**src/logic/fetch_pkg.sv**
```systemverilog
package fetch_pkg;

    // datapath and address widths
    localparam int XLEN = 32;
    // sv32 physical address is 34 bits
    localparam int PA_LEN = 34;
    localparam int PAGE_SHIFT = 12;
    localparam int PTE_BYTES = 4;

    // pte permission bits
    localparam int PTE_V = 0;
    localparam int PTE_R = 1;
    localparam int PTE_W = 2;
    localparam int PTE_X = 3;

    // trap vector layout
    localparam int TRAP_LEN = 3;
    localparam int TRAP_INST_ADDR_MISALIGNED = 0;
    localparam int TRAP_INST_ACCESS_FAULT = 1;
    localparam int TRAP_INST_PAGE_FAULT = 2;

    // paging config from csr side
    typedef struct packed {
        logic        en;
        logic [21:0] root_ppn;
    } satp_cfg_t;

    // decoded fetch handed to the engine
    typedef struct packed {
        logic [XLEN-1:0] vaddr;
        logic            translate;
    } fetch_cmd_t;

    // outcome of one engine run
    typedef enum logic [1:0] {
        ST_OK,
        ST_PAGE_FAULT,
        ST_ACCESS_FAULT
    } engine_status_e;

    typedef struct packed {
        engine_status_e    status;
        logic [XLEN-1:0]   inst;
        logic [PA_LEN-1:0] paddr;
    } engine_resp_t;

    // reply record toward the requester
    typedef struct packed {
        logic [XLEN-1:0]     pc;
        logic [XLEN-1:0]     inst;
        logic [TRAP_LEN-1:0] trap;
    } fetch_rsp_t;

    // engine fsm, one state per memory step
    typedef enum logic [2:0] {
        W_IDLE,
        W_PTE1,
        W_PTE0,
        W_INST,
        W_DONE
    } walk_state_e;

    // controller fsm
    typedef enum logic [1:0] {
        C_IDLE,
        C_RUN,
        C_HOLD
    } ctrl_state_e;

endpackage

```
**src/logic/fetch_ctrl.sv**
```systemverilog
`timescale 1ns/1ps

module fetch_ctrl (
    input  logic                    clk,
    input  logic                    rst,
    input  logic                    fetch_req_i,
    input  logic [31:0]             pc_i,
    input  logic                    satp_en_i,
    input  logic                    eng_ack_i,
    input  fetch_pkg::engine_resp_t eng_resp_i,
    output logic                    fetch_ack_o,
    output logic                    eng_req_o,
    output fetch_pkg::fetch_cmd_t   eng_cmd_o,
    output logic                    rsp_load_o,
    output logic                    misaligned_o
);
    import fetch_pkg::*;

    ctrl_state_e state;
    // pc of the accepted fetch was not word aligned
    logic mis_q;
    logic accept;
    logic pc_mis;
    logic run_done;

    // new fetch only from idle
    assign accept = (state == C_IDLE) && fetch_req_i;
    assign pc_mis = |pc_i[1:0];

    // misaligned fetch finishes without the engine
    assign run_done = (state == C_RUN) && (mis_q || eng_ack_i);
    assign rsp_load_o = run_done;

    assign misaligned_o = mis_q;

    always_ff @(posedge clk or posedge rst) begin
        if (rst) begin
            state <= C_IDLE;
            mis_q <= 1'b0;
            fetch_ack_o <= 1'b0;
            eng_req_o <= 1'b0;
        end else begin
            case (state)
                C_IDLE: begin
                    if (accept) begin
                        mis_q <= pc_mis;
                        // engine request one cycle after accept
                        eng_req_o <= !pc_mis;
                        state <= C_RUN;
                    end
                end
                C_RUN: begin
                    if (run_done) begin
                        eng_req_o <= 1'b0;
                        fetch_ack_o <= 1'b1;
                        state <= C_HOLD;
                    end
                end
                C_HOLD: begin
                    // ack follows req down one cycle later
                    if (!fetch_req_i) begin
                        fetch_ack_o <= 1'b0;
                        // engine handshake must be closed too
                        if (!eng_ack_i) begin
                            state <= C_IDLE;
                        end
                    end
                end
                default: begin
                    state <= C_IDLE;
                end
            endcase
        end
    end

    // command captured with satp enable sampled at accept
    always_ff @(posedge clk) begin
        if (accept) begin
            eng_cmd_o.vaddr <= pc_i;
            eng_cmd_o.translate <= satp_en_i;
        end
    end

endmodule

```
**src/logic/fetch_engine.sv**
```systemverilog
`timescale 1ns/1ps

module fetch_engine (
    input  logic                    clk,
    input  logic                    rst,
    input  logic                    eng_req_i,
    input  fetch_pkg::fetch_cmd_t   eng_cmd_i,
    input  logic [21:0]             root_ppn_i,
    input  logic                    mem_ack_i,
    input  logic [31:0]             mem_rdata_i,
    output logic                    eng_ack_o,
    output fetch_pkg::engine_resp_t eng_resp_o,
    output logic                    mem_req_o,
    output logic [31:0]             mem_addr_o
);
    import fetch_pkg::*;

    walk_state_e state;
    walk_state_e next_st;
    engine_resp_t resp_q;
    // last word read, pte or instruction
    logic [XLEN-1:0] rdata_q;
    // data captured, waiting for mem ack to drop
    logic got_q;

    logic [9:0] vpn1;
    logic [9:0] vpn0;
    logic [11:0] pg_off;
    logic [PA_LEN-1:0] l1_addr;
    logic [PA_LEN-1:0] l0_addr;
    logic [PA_LEN-1:0] mega_paddr;
    logic [PA_LEN-1:0] page_paddr;
    logic [PA_LEN-1:0] next_addr;
    logic pte_bad;
    logic pte_leaf;
    logic start;
    logic step;
    logic capture;
    logic eval;
    logic walk_pf;
    logic walk_ok;
    logic addr_af;
    logic issue;
    logic finish;

    assign vpn1 = eng_cmd_i.vaddr[31:22];
    assign vpn0 = eng_cmd_i.vaddr[21:12];
    assign pg_off = eng_cmd_i.vaddr[11:0];

    // pte address per level
    assign l1_addr = (PA_LEN'(root_ppn_i) << PAGE_SHIFT) + PA_LEN'(vpn1) * PA_LEN'(PTE_BYTES);
    assign l0_addr = (PA_LEN'(rdata_q[31:10]) << PAGE_SHIFT) + PA_LEN'(vpn0) * PA_LEN'(PTE_BYTES);
    // megapage keeps vpn0 from the vaddr
    assign mega_paddr = {rdata_q[31:20], vpn0, pg_off};
    assign page_paddr = {rdata_q[31:10], pg_off};

    // reserved w without r counts as invalid
    assign pte_bad = !rdata_q[PTE_V] || (rdata_q[PTE_W] && !rdata_q[PTE_R]);
    assign pte_leaf = rdata_q[PTE_R] || rdata_q[PTE_X];

    // handshake phases of the memory port
    assign start = (state == W_IDLE) && eng_req_i && !mem_ack_i;
    assign capture = mem_req_o && mem_ack_i;
    assign step = got_q && !mem_ack_i;
    assign eval = start || step;

    // decide the next memory step
    always_comb begin
        walk_pf = 1'b0;
        walk_ok = 1'b0;
        next_addr = '0;
        next_st = W_IDLE;
        case (state)
            W_IDLE: begin
                if (eng_cmd_i.translate) begin
                    next_addr = l1_addr;
                    next_st = W_PTE1;
                end else begin
                    next_addr = PA_LEN'(eng_cmd_i.vaddr);
                    next_st = W_INST;
                end
            end
            W_PTE1: begin
                if (pte_bad) begin
                    walk_pf = 1'b1;
                end else if (pte_leaf) begin
                    // megapage needs x and a zero ppn0
                    walk_pf = !rdata_q[PTE_X] || (|rdata_q[19:10]);
                    next_addr = mega_paddr;
                    next_st = W_INST;
                end else begin
                    next_addr = l0_addr;
                    next_st = W_PTE0;
                end
            end
            W_PTE0: begin
                // pointer at level 0 is a fault
                walk_pf = pte_bad || !pte_leaf || !rdata_q[PTE_X];
                next_addr = page_paddr;
                next_st = W_INST;
            end
            W_INST: begin
                walk_ok = 1'b1;
            end
            default: begin
                walk_ok = 1'b0;
            end
        endcase
    end

    // address above 4 GiB is never put on the port
    assign addr_af = |next_addr[PA_LEN-1:XLEN];
    assign issue = eval && !walk_pf && !walk_ok && !addr_af;
    assign finish = eval && !issue;

    always_ff @(posedge clk or posedge rst) begin
        if (rst) begin
            state <= W_IDLE;
            mem_req_o <= 1'b0;
            got_q <= 1'b0;
            eng_ack_o <= 1'b0;
        end else begin
            if (capture) begin
                mem_req_o <= 1'b0;
                got_q <= 1'b1;
            end
            if (step) begin
                got_q <= 1'b0;
            end
            if (issue) begin
                mem_req_o <= 1'b1;
                state <= next_st;
            end
            if (finish) begin
                eng_ack_o <= 1'b1;
                state <= W_DONE;
            end
            // close the engine handshake
            if ((state == W_DONE) && !eng_req_i) begin
                eng_ack_o <= 1'b0;
                state <= W_IDLE;
            end
        end
    end

    always_ff @(posedge clk) begin
        if (capture) begin
            rdata_q <= mem_rdata_i;
        end
        if (issue) begin
            mem_addr_o <= next_addr[XLEN-1:0];
        end
        if (eval && !walk_pf && !walk_ok) begin
            resp_q.paddr <= next_addr;
        end
        if (finish) begin
            resp_q.status <= walk_pf ? ST_PAGE_FAULT : (walk_ok ? ST_OK : ST_ACCESS_FAULT);
            resp_q.inst <= walk_ok ? rdata_q : '0;
        end
    end

    assign eng_resp_o = resp_q;

endmodule

```
**src/logic/fetch_result.sv**
```systemverilog
`timescale 1ns/1ps

module fetch_result (
    input  logic                    clk,
    input  logic                    rst,
    input  logic                    rsp_load_i,
    input  logic                    misaligned_i,
    input  logic [31:0]             pc_i,
    input  fetch_pkg::engine_resp_t eng_resp_i,
    output fetch_pkg::fetch_rsp_t   fetch_rsp_o
);
    import fetch_pkg::*;

    logic [TRAP_LEN-1:0] trap;
    fetch_rsp_t rsp_q;

    // misaligned masks any engine status
    always_comb begin
        trap = '0;
        trap[TRAP_INST_ADDR_MISALIGNED] = misaligned_i;
        trap[TRAP_INST_ACCESS_FAULT] = !misaligned_i && (eng_resp_i.status == ST_ACCESS_FAULT);
        trap[TRAP_INST_PAGE_FAULT] = !misaligned_i && (eng_resp_i.status == ST_PAGE_FAULT);
    end

    always_ff @(posedge clk or posedge rst) begin
        if (rst) begin
            rsp_q <= '0;
        end else if (rsp_load_i) begin
            rsp_q.pc <= pc_i;
            // no instruction word on a trapped fetch
            rsp_q.inst <= (|trap) ? '0 : eng_resp_i.inst;
            rsp_q.trap <= trap;
        end
    end

    // visible from the cycle after the load
    assign fetch_rsp_o = rsp_q;

endmodule

```
**src/logic/fetch_top.sv**
```systemverilog
`timescale 1ns/1ps

module fetch_top (
    input  logic                  clk,
    input  logic                  rst,
    input  logic                  fetch_req_i,
    input  logic [31:0]           pc_i,
    input  fetch_pkg::satp_cfg_t  satp_i,
    input  logic                  mem_ack_i,
    input  logic [31:0]           mem_rdata_i,
    output logic                  fetch_ack_o,
    output fetch_pkg::fetch_rsp_t fetch_rsp_o,
    output logic                  mem_req_o,
    output logic [31:0]           mem_addr_o
);
    import fetch_pkg::*;

    // ctrl to engine handshake
    logic eng_req;
    logic eng_ack;
    fetch_cmd_t eng_cmd;
    engine_resp_t eng_resp;
    // ctrl to result load strobe
    logic rsp_load;
    logic misaligned;

    fetch_ctrl u_ctrl (
        .clk          (clk),
        .rst          (rst),
        .fetch_req_i  (fetch_req_i),
        .pc_i         (pc_i),
        .satp_en_i    (satp_i.en),
        .eng_ack_i    (eng_ack),
        .eng_resp_i   (eng_resp),
        .fetch_ack_o  (fetch_ack_o),
        .eng_req_o    (eng_req),
        .eng_cmd_o    (eng_cmd),
        .rsp_load_o   (rsp_load),
        .misaligned_o (misaligned)
    );

    fetch_engine u_engine (
        .clk         (clk),
        .rst         (rst),
        .eng_req_i   (eng_req),
        .eng_cmd_i   (eng_cmd),
        .root_ppn_i  (satp_i.root_ppn),
        .mem_ack_i   (mem_ack_i),
        .mem_rdata_i (mem_rdata_i),
        .eng_ack_o   (eng_ack),
        .eng_resp_o  (eng_resp),
        .mem_req_o   (mem_req_o),
        .mem_addr_o  (mem_addr_o)
    );

    // pc comes from the accepted command
    fetch_result u_result (
        .clk          (clk),
        .rst          (rst),
        .rsp_load_i   (rsp_load),
        .misaligned_i (misaligned),
        .pc_i         (eng_cmd.vaddr),
        .eng_resp_i   (eng_resp),
        .fetch_rsp_o  (fetch_rsp_o)
    );

endmodule

```
**config.mk**
```make
export PLATFORM = sky130hd
export DESIGN_NAME = fetch_top
export DESIGN_NICKNAME = d
export VERILOG_FILES = /design/src/logic/fetch_pkg.sv /design/src/logic/fetch_ctrl.sv /design/src/logic/fetch_engine.sv /design/src/logic/fetch_result.sv /design/src/logic/fetch_top.sv
export SDC_FILE = /design/constraint.sdc
export NUM_CORES = 1
export LEC_CHECK = 0
export ABC_AREA = 1
export BUFFER_PORTS_ARGS = -buffer_cell sky130_fd_sc_hd__buf_2
export CORE_MARGIN = 2
export CORE_UTILIZATION = 55
export DETAILED_ROUTE_END_ITERATION = 10
export PLACE_DENSITY = 0.8
export SYNTH_ARGS = -nofsm -noshare
export SYNTH_HDL_FRONTEND = slang
export SYNTH_HIERARCHICAL = 1
export SYNTH_SLANG_ARGS = --single-unit
```
**constraint.sdc**
```tcl
create_clock -name clk -period 5.9 [get_ports clk]
set_input_delay 1.475 -clock clk [delete_from_list [all_inputs] [get_ports clk]]
set_output_delay 1.475 -clock clk [all_outputs]
set_load 0.03 [all_outputs]
```
# Word level (Yosys, flattened, before mapping)
# Cells that the tools add are included.
dict set report totals {
  reg_bits 209
  in_bits 91
  output_inout_bits 101
  word_cells 114
}
dict set report op_classes {
  addsub 2
  n_eq_ne 12
  muxes 34
  reduce_logical 49
}
# cell count
set ops {}
lappend ops {{two-way mux 34 bit} 3}
lappend ops {{one-hot mux 34 bit (3 select lines)} 1}
lappend ops {{adder 34 x 12 -> 34 bit} 2}
lappend ops {{two-way mux 32 bit} 1}
lappend ops {{logical AND 1 bit} 14}
lappend ops {{two-way mux 1 bit} 14}
lappend ops {{logical NOT 1 bit} 12}
lappend ops {{two-way mux 2 bit} 6}
lappend ops {{two-way mux 3 bit} 4}
lappend ops {{nonzero test 2 bit} 5}
lappend ops {{OR reduction 10 bit} 1}
lappend ops {{one-hot mux 3 bit (3 select lines)} 1}
lappend ops {{logical OR 1 bit} 7}
lappend ops {{== test 3 x 2 -> 1 bit, second input constant} 2}
lappend ops {{inequality test 2 bit, second input constant} 3}
lappend ops {{one-hot mux 1 bit (2 select lines)} 3}
lappend ops {{one-hot mux 2 bit (3 select lines)} 1}
lappend ops {{AND reduction 3 bit} 2}
lappend ops {{== test 2 x 1 -> 1 bit, second input constant} 2}
lappend ops {{== test 2 bit, second input constant} 2}
lappend ops {{AND reduction 4 bit} 1}
lappend ops {{OR reduction 2 bit} 2}
lappend ops {{== test 3 x 1 -> 1 bit, second input constant} 1}
lappend ops {{== test 3 bit, second input constant} 1}
lappend ops {{6 further kinds} 6}

# Logic depth before layout (Yosys ltp)
# Gate-level depths: netlist of run 1.
dict set report logic_depth {
  word_depth 14
  mapped_depth 11
  mapped_depth_nobuf 11
}

# By module
# Netlist of run 1, hierarchy kept.
# module instances cells_each area_each_um2 seq_area_each_um2
set modules_own_cells {}
lappend modules_own_cells {fetch_engine 1 388 5292.6 4113.9}
lappend modules_own_cells {fetch_result 1 293 2703.8 1676.6}
lappend modules_own_cells {fetch_ctrl 1 63 1248.7 1116.1}

# Worst setup path after synthesis of run 1
# Ideal clock, no wire load.
dict set report synth_path {
  kind {input to register}
  from {input port satp_i[20] in the netlist's numbering}
  to {register u_engine.mem_addr_o[0] (enable)}
  setup_time_ns 0.421
  t_arrival_ns 3.230
  required_time_ns 5.479
  slack_ns 2.250
  stages 5
  n_path_buf 0
  cell_sequence {nand2_1 nor2_1 a21oi_1 nand2_2 nor2_1}
}
dict set report synth_between {
  elab_chain_len 6
}
# element line
set synth_lines {}
lappend synth_lines {{start, declared} fetch_top.sv:8} ;# input fetch_pkg::satp_cfg_t satp_i,
lappend synth_lines {{adder 34 x 12 -> 34 bit} fetch_engine.sv:51} ;# assign l1_addr = (PA_LEN'(root_ppn_i) << PAGE_SHIFT) + PA_LEN'(vpn1) * PA_LEN'(PTE_BYTES);
lappend synth_lines {{two-way mux 34 bit} fetch_engine.sv:75} ;# if (eng_cmd_i.translate) begin
lappend synth_lines {{one-hot mux 34 bit (3 select lines)} fetch_engine.sv:73} ;# case (state)
lappend synth_lines {{OR reduction 2 bit} fetch_engine.sv:112} ;# assign addr_af = |next_addr[PA_LEN-1:XLEN];
lappend synth_lines {{logical NOT 1 bit} fetch_engine.sv:113} ;# assign issue = eval && !walk_pf && !walk_ok && !addr_af;
lappend synth_lines {{logical AND 1 bit} fetch_engine.sv:113}
lappend synth_lines {{via u_engine.issue} fetch_engine.sv:43} ;# logic issue;
lappend synth_lines {{end signal, assigned} fetch_engine.sv:151} ;# mem_addr_o <= next_addr[XLEN-1:0];
lappend synth_lines {{end, declared} fetch_engine.sv:14} ;# output logic [31:0] mem_addr_o
# The timed path passes the listed nets, and every way through them passes these cells.
# A chain may end at the register's enable or synchronous reset.

# Worst setup path in the final report of run 1
dict set report layout_path {
  from {register u_engine.state[1]}
  to {register u_engine.mem_addr_o[25] (enable)}
}
dict set report layout_between {
  elab_chain_len 7
  word_cells_on_any_way 17
  classes_between {eq/ne (3); mux (3); reduce/logical (11)}
}
# element line
set layout_lines {}
lappend layout_lines {{start, declared} fetch_engine.sv:18} ;# walk_state_e state;
lappend layout_lines {{start signal, assigned} fetch_engine.sv:132} ;# state <= next_st;
lappend layout_lines {{branches (longest 6 deep; another with one-hot mux 34 bit (3 select lines))} n/a}
lappend layout_lines {{logical AND 1 bit (*)} fetch_engine.sv:113}
lappend layout_lines {{via u_engine.issue} fetch_engine.sv:43}
# Mark *: on every way through the listed nets, which the timed path passes.

==> summary.md, run 1 <==
| Metric | Value |
|---|---|
| Status | `completed` |
| Number of levels in the clock H-tree | `1` |
| Syn Area/Cell | `~12 sq um` |
| Fraction of power spent switching nets | `between 30% and 40%` |
| Amount of wire on met3 after detailed routing | `1700 um` |
| Placed wire-length estimate | `~13,000 um` |
| Number of port buffers | `191` |
| Slew @ Worst Pin | `between 1000 and 1500 ps` |
| Worst-case setup margin in the final layout | `between 2000 and 3000 ps` |
| Critical Path Most Common Cell | `sky130_fd_sc_hd__inv_2` |
| Net switching power | `~1900 uW` |
| Gate count of the mapped netlist | `707` |
| Family of cells with the greatest summed delay on the critical path | `simple AND/OR/NAND/NOR gates` |
| Total CTS buffers | `21` |
| Initial DRC count | `roughly 630` |
| Total count of hold-check failures in the final report | `0` |
| Final Max Slew Viols | `0` |
| Clk pwr share | `between 20% and 30%` |
| Avg WL per Cell | `roughly 18 um` |
| Via-to-Cell Ratio | `approximately 5.3` |
| Comb power frac | `between 30% and 40%` |
| Length of the first detailed-routing pass in iterations | `5` |
| Count of unresolved DRC violations after routing | `0` |
| Share of the clock period used by the worst path after layout | `between 50% and 60%` |
| Upper clock frequency limit | `between 300 and 400 MHz` |
| Post-Route Setup TNS | `0 ps` |
| Flip-flop and latch area | `roughly 5900 sq um` |
| Fraction of final layout cells sized beyond drive strength 1 | `between 20% and 30%` |
| Maximum number of pins on one net before global-route repair | `68` |
| Path class of the lowest-slack min-delay path | `reg -> reg` |
| Hold slack final | `467 ps` |
| Number of fill cells in the layout | `~1,100` |
| Kind of capture point of the worst setup path | `flip-flop` |
| Clock transition time at the flip-flop clock pins of the worst setup and hold paths | `about 60 ps` |
| Net count, final | `just under 1,000` |
| Post-Place Cells | `about 1,100` |
| Area growth from synthesis to layout | `20.3%` |
| Total area of multi-input combinational cells | `around 1900 sq um` |
| WL met2 | `~9500 um` |
| Slowest stage cell on the critical path | `sky130_fd_sc_hd__inv_1` |
| Die area | `between 15,000 and 20,000 sq um` |
| Number of buffer and inverter stages on the critical path | `3` |
| Syn Std Cell Area | `between 8000 and 9000 sq um` |
| Shortest clock period the worst path allows after layout | `between 3000 and 4000 ps` |
| Crit path cell chain | `inv_2 -> nor3_1 -> inv_1 -> nand3_2 -> inv_2 -> nand2_1 -> nor2_4` |
| Max Clock Skew | `approximately 8.8 ps` |
| Slowest cell delay on critical path | `approximately 770 ps` |
| Sequential group share of total power | `approximately 43%` |
| Vias after detailed routing | `~5,800` |
| TritonCTS clock tree | `built` |
| Clk buf depth | `3` |
| Biggest fanout along the worst timing path | `33` |
| Source-to-sink clock delay at the later pin of the worst-skew pair | `480 ps` |
| CP startpoint kind | `flip-flop` |
| Data arrival time at the worst-slack endpoint | `approximately 3100 ps` |
| Data required time of the worst path | `~6000 ps` |
| Number of nets still failing antenna checks after routing | `0` |
| Uppermost layer routed | `met4` |
| CTS Sinks | `about 210` |
| Total detailed-routing wirelength | `19,500 um` |
| Total design power | `between 4000 and 5000 uW` |
| Headroom to the max-slew limit | `~14%` |
| Root cell of the clock tree | `sky130_fd_sc_hd__clkbuf_16` |
| Synth warn | `6` |
| M1 wire length | `7930 um` |
| Remaining global-route overflow | `0` |
| Vias in the first global route | `around 5,600` |
| Antenna violations before repair | `0` |
| Count of instances resized after the clock tree is built | `0` |
| Count of pins on the block boundary | `around 190` |
| Antenna diodes | `0` |
| Placement Setup Slack | `about 2800 ps` |
| P_leak | `0.00467 uW` |
| Setup repair after global routing missed its margin | `false` |
| GRT Resource Usage Total | `between 20% and 30%` |
| Die X-Extent | `about 130 um` |
| Die Y | `roughly 130 um` |
| Maximum vdd ir drop | `0.319 mV` |
| Post-CTS Setup Inserts | `0` |
| Routability Congestion | `~0.93` |
| Final setup fails | `0` |
| Number of hold buffers added after cts | `0` |
| Post-synthesis net count | `between 700 and 800` |
| FP Rows | `44` |
| Wire length of the first global-routing pass | `around 30,000 um` |
| Starting utilization of the core area | `between 50% and 60%` |
| Power density cells | `~500 nW/um^2` |
| Cell internal power dissipation | `approximately 3100 uW` |
| Placeable core region | `roughly 15,000 sq um` |
| WS Path Type | `reg -> reg` |
| Number of max-cap violations | `0` |
| Filler-free cell count of the finished design | `1,090` |
==> worst min-delay path, cell delays in order, from the launching register on <==
cell and delay, ps:
sky130_fd_sc_hd__dfrtp_1 330, sky130_fd_sc_hd__nand2_1 50, sky130_fd_sc_hd__nand2_1 50
==> stage by stage <==
| stage | utilization (%) | area [sq um] |
|---|---|---|
| final | 67.7 | 9880 |
| after global routing | 67.7 | 9880 |
| after CTS | 67.7 | 9880 |
| after detailed placement | 63.3 | 9240 |
| after global placement | 63.3 | 9240 |
| after floorplan | - | 8210 |
==> power by group through the flow <==
stage / Sequential, uW / Combinational (uW) / Clock [uW]
after floorplan: 2520 / 786 / 0
after global placement: 2170 / 1520 / 0
after detailed placement: 2180 / 1560 / 0
after CTS: 2160 / 1570 / 1250
after global routing: 2190 / 1710 / 1320
final: 2160 / 1570 / 1240
==> state kept, by name (all words and copies together) (netlist names), 2 cells and up <==
register              flops
u_engine/rdata_q         32
u_ctrl/eng_cmd_o         33
u_engine/eng_resp_o      34
u_result/fetch_rsp_o     67
u_ctrl/state              2
u_engine/mem_addr_o      32
u_engine/state            3
==> layer usage <==
metal / vias up / global-route usage, %
li1: 2742 / -
met1: 2705 / 33.3
met3: 31 / 4.59
met2: 310 / 40.1
met5: - / 0
met4: 0 / 6.08
==> cell type report <==
class,count,share of cell area (%)
Sequential cell,209,59.6
Multi-Input combinational cell,402,19.1
Timing Repair Buffer,195,9.98
Clock buffer,32,6.36
Inverter,65,2.50
Tap cell,184,2.33
Clock inverter,3,0.139
==> final timing paths <==
check                                         start                  endpoint  slack [ps]  depth (start not counted)
setup / recovery                  u_engine/state[1]   u_engine/mem_addr_o[25]        2890                          7
hold / removal             u_result/fetch_rsp_o[35]  u_result/fetch_rsp_o[35]         470                          2
setup reg to reg                  u_engine/state[1]   u_engine/mem_addr_o[25]        2890                          7
hold reg to reg            u_result/fetch_rsp_o[35]  u_result/fetch_rsp_o[35]         470                          2
max in group asynchronous                       rst  u_result/fetch_rsp_o[26]        4030                          3
min in group asynchronous                       rst        u_ctrl/fetch_ack_o         910                          2
==> cells in the final DEF, fill, tap and decap left out, types with 2 or more instances in the layout <==
cell                        count
sky130_fd_sc_hd__o21ai_0       10
sky130_fd_sc_hd__edfxtp_1     131
sky130_fd_sc_hd__dfrtp_1       78
sky130_fd_sc_hd__a22oi_1       13
sky130_fd_sc_hd__clkbuf_8       4
sky130_fd_sc_hd__nor2_1        48
sky130_fd_sc_hd__nor2_8         2
sky130_fd_sc_hd__o21ai_1       21
sky130_fd_sc_hd__inv_2         10
sky130_fd_sc_hd__a21oi_1        2
sky130_fd_sc_hd__nor2_2         4
sky130_fd_sc_hd__a21oi_2        2
sky130_fd_sc_hd__o211ai_1       8
sky130_fd_sc_hd__nand2_2        5
sky130_fd_sc_hd__nand2_1      230
sky130_fd_sc_hd__buf_2        191
sky130_fd_sc_hd__clkbuf_16     22
sky130_fd_sc_hd__nand3_2        2
sky130_fd_sc_hd__nand3_1       11
sky130_fd_sc_hd__clkinv_2       2
sky130_fd_sc_hd__nand4_1       32
sky130_fd_sc_hd__inv_1         54
sky130_fd_sc_hd__clkbuf_1       6
sky130_fd_sc_hd__buf_4          4
(Power assumes the default switching activity.)
==> run 2, diff against run 1 <==
--- a/config.mk
+++ b/config.mk
@@ -5,12 +5,12 @@
 export SDC_FILE = /design/constraint.sdc
 export NUM_CORES = 1
 export LEC_CHECK = 0
-export ABC_AREA = 1
+export ABC_AREA = 0
 export BUFFER_PORTS_ARGS = -buffer_cell sky130_fd_sc_hd__buf_2
 export CORE_MARGIN = 2
-export CORE_UTILIZATION = 55
+export CORE_UTILIZATION = 50
 export DETAILED_ROUTE_END_ITERATION = 10
-export PLACE_DENSITY = 0.8
+export PLACE_DENSITY = 0.76
 export SYNTH_ARGS = -nofsm -noshare
 export SYNTH_HDL_FRONTEND = slang
 export SYNTH_HIERARCHICAL = 1
==> constraint.sdc (replaced) <==
create_clock -name clk -period 2.6 [get_ports clk]
set_input_delay 0.65 -clock clk [delete_from_list [all_inputs] [get_ports clk]]
set_output_delay 0.65 -clock clk [all_outputs]
set_load 0.03 [all_outputs]
==> run 2 against run 1 <==
  * Setup slack got worse by 2600 ps
  * Via count down 3.4%
  * Die area increased by 15%
  * Global-route usage fell by 0.52 points
  * Synthesized area grew 4.7%
  * Largest power group unchanged
  * Sequential power is 140% higher
  * Synthesized cell count down 20%
  * Sequential cell count stayed put
  * Critical endpoint is now u_engine/mem_addr_o[5]
==> summary.md, run 2 <==
| Metric | Value |
|---|---|
| Status | `completed` |
| Die X-Extent | `135 um (+7.1%)` |
| Path class of the lowest-slack min-delay path | `in -> async` |
| Startpoint of the most critical register-to-register path | `u_engine/rdata_q[1]` |
| Count of unresolved DRC violations after routing | `0 (unchanged)` |
| Post-Place Cells | `963 (-8.7%)` |
| Die Y | `135 um (+7.1%)` |
| Count of instances resized after the clock tree is built | `0 (unchanged)` |
| WS Path Type | `reg -> reg` |
| Placed cell areas | `9880 sq um (+6.9%)` |
| Start point of the critical path | `u_engine/rdata_q[1]` |
| Area growth from synthesis to layout | `22.7%` |
| Kind of capture point of the worst setup path | `flip-flop` |
| GRT Resource Usage Total | `23.6% (-0.52 points)` |
| Syn Std Cell Area | `8600 sq um (+4.7%)` |
| CP Capture Point | `u_engine/mem_addr_o[5]` |
| Placed wire-length estimate | `15,300 um (+14%)` |
| Filler-free cell count of the finished design | `1,003 (-8.0%)` |
| Via-to-Cell Ratio | `5.57 (+5.0%)` |
| Number of port buffers | `191 (unchanged)` |
| Gate count of the mapped netlist | `567 (-20%)` |
| Biggest fanout along the worst timing path | `17 (-48%)` |
| Starting utilization of the core area | `51.5% (-4.8 points)` |
| Upper clock frequency limit | `423 MHz (+28%)` |
| Number of levels in the clock H-tree | `1 (unchanged)` |
| Initial DRC count | `496 (-22%)` |
| Number of hold buffers added after cts | `0 (unchanged)` |
| Total detailed-routing wirelength | `21,400 um (+9.5%)` |
| Post-synthesis net count | `658 (-18%)` |
| Final setup fails | `0 (unchanged)` |
| Shortest clock period the worst path allows after layout | `2360 ps (-651 ps)` |
| Data required time of the worst path | `2780 ps (-3220 ps)` |
| Setup repair after global routing missed its margin | `false` |
| Source-to-sink clock delay at the later pin of the worst-skew pair | `500 ps (+20 ps)` |
| Maximum vdd ir drop | `0.943 mV (+200%)` |
| Worst-case register-to-register setup slack | `240 ps (-2650 ps)` |
| Antenna diodes | `0 (unchanged)` |
| Die area | `18,300 sq um (+15%)` |
| Length of the first detailed-routing pass in iterations | `5 (unchanged)` |
| Post-Route Setup TNS | `0 ps (unchanged)` |
| Worst reg2reg path endpoint | `u_engine/mem_addr_o[5]` |
| Total CTS buffers | `22 (+4.8%)` |
| Most common library cell in the layout ignoring fill and taps | `sky130_fd_sc_hd__buf_2` |
| Count of pins on the block boundary | `192 (unchanged)` |
| FP Rows | `47 (+6.8%)` |
| Slew @ Worst Pin | `887 ps (-397 ps)` |
| Clock transition time at the flip-flop clock pins of the worst setup and hold paths | `70 ps (about the same)` |
| Fraction of final layout cells sized beyond drive strength 1 | `40.9% (+12 points)` |
| P_leak | `0.00463 uW (-0.89%)` |
| Number of max-cap violations | `0 (unchanged)` |
| Post-CTS Setup Inserts | `0 (unchanged)` |
| Vias in the first global route | `5,818 (+4.8%)` |
| Root cell of the clock tree | `sky130_fd_sc_hd__clkbuf_16` |
| TritonCTS clock tree | `built` |
| Number of fill cells in the layout | `1,228 (+14%)` |
| Syn Area/Cell | `15.2 sq um (+31%)` |
| Avg WL per Cell | `21.3 um (+19%)` |
| Maximum number of pins on one net before global-route repair | `36 (-47%)` |
| Final Max Slew Viols | `0 (unchanged)` |
| Wire length of the first global-routing pass | `32,800 um (+10%)` |
| Total count of hold-check failures in the final report | `0 (unchanged)` |
| Net count, final | `858 (-13%)` |
| Area of all placed cells without fillers | `10,600 sq um (+6.9%)` |
| Top library cells by usage in the layout, fill and taps aside | `sky130_fd_sc_hd__buf_2, sky130_fd_sc_hd__edfxtp_1, sky130_fd_sc_hd__dfrtp_1, sky130_fd_sc_hd__inv_1` |
| Max Clock Skew | `13.5 ps (+4.70 ps)` |
| CP startpoint kind | `flip-flop` |
| Synth warn | `6 (unchanged)` |
| Placeable core region | `16,700 sq um (+14%)` |
| Data arrival time at the worst-slack endpoint | `2540 ps (-580 ps)` |
| Logic depth of the worst register-to-register path | `5 (-2)` |
| Number of nets still failing antenna checks after routing | `0 (unchanged)` |
| Power density cells | `1210 nW/um^2 (+140%)` |
| Headroom to the max-slew limit | `40.4% (+26 points)` |
| Routability Congestion | `0.938 (+0.76%)` |
| Share of the clock period used by the worst path after layout | `90.8% (+40 points)` |
| Vias after detailed routing | `5,590 (-3.4%)` |
| Remaining global-route overflow | `0 (unchanged)` |
| Clk buf depth | `3 (unchanged)` |
| CTS Sinks | `209 (unchanged)` |
| Antenna violations before repair | `0 (unchanged)` |
| Flip-flop count of the largest register after layout | `67 (unchanged)` |
[run 2: worst min path at each step]
stage / start / endpoint / cells after the start
6_report: rst / u_ctrl/eng_req_o / 2
5_1_grt: rst / u_ctrl/eng_req_o / 2
4_1_cts: rst / u_ctrl/misaligned_o / 2
3_5_place_dp: u_result/fetch_rsp_o[34] / u_result/fetch_rsp_o[34] / 2
3_3_place_gp: u_ctrl/state[1] / u_ctrl/state[0] / 1
2_1_floorplan: rst / u_ctrl/eng_req_o / 1
[run 2: final cells by class]
cell class                      instances  area, sq um  area share [%]
Tap cell                              220          275            2.61
Sequential cell                       209         5890            55.8
Clock buffer                           34          647            6.13
Clock inverter                          6         31.3           0.296
Multi-Input combinational cell        269         2340            22.2
Inverter                               56          210            1.99
Timing Repair Buffer                  209         1170            11.0
[run 2: worst max-delay path, cell delays in order (launching register included)]
cell                       delay (ps)
sky130_fd_sc_hd__edfxtp_1         470
sky130_fd_sc_hd__nor4b_1          610
sky130_fd_sc_hd__a31oi_1          140
sky130_fd_sc_hd__a22o_1           320
sky130_fd_sc_hd__nor3_4           210
sky130_fd_sc_hd__buf_4            290
[run 2: routing by layer]
metal	global-route usage, %	routed length (um)	vias to the layer above	part of all wire, %
met5	0	0	-	0
met4	7.23	495	0	2.3
met3	4.94	1850	39	8.7
met2	38.8	10300	316	48
met1	32.0	8720	2748	41
li1	-	-	2487	-
[run 2: metrics by stage]
| stage | total power, uW | util (%) | setup slack [ps] | hold slack [ps] |
|---|---|---|---|---|
| floorplan | 8440 | - | 142 | 429 |
| global placement | 9770 | 59.1 | 416 | 449 |
| detailed placement | 9920 | 59.1 | 334 | 469 |
| CTS | 12900 | 63.2 | 308 | 56.4 |
| global route | 13400 | 63.2 | 170 | 70.9 |
| finish | 12800 | 63.2 | 238 | 69.7 |
[run 2: where the power goes]
group / leakage, uW / internal, uW / switching, uW
sequential: 0.00220 / 4630 / 632
combinational: 0.00209 / 1690 / 2920
clock: 0.000332 / 1710 / 1220
total: 0.00463 / 8040 / 4770
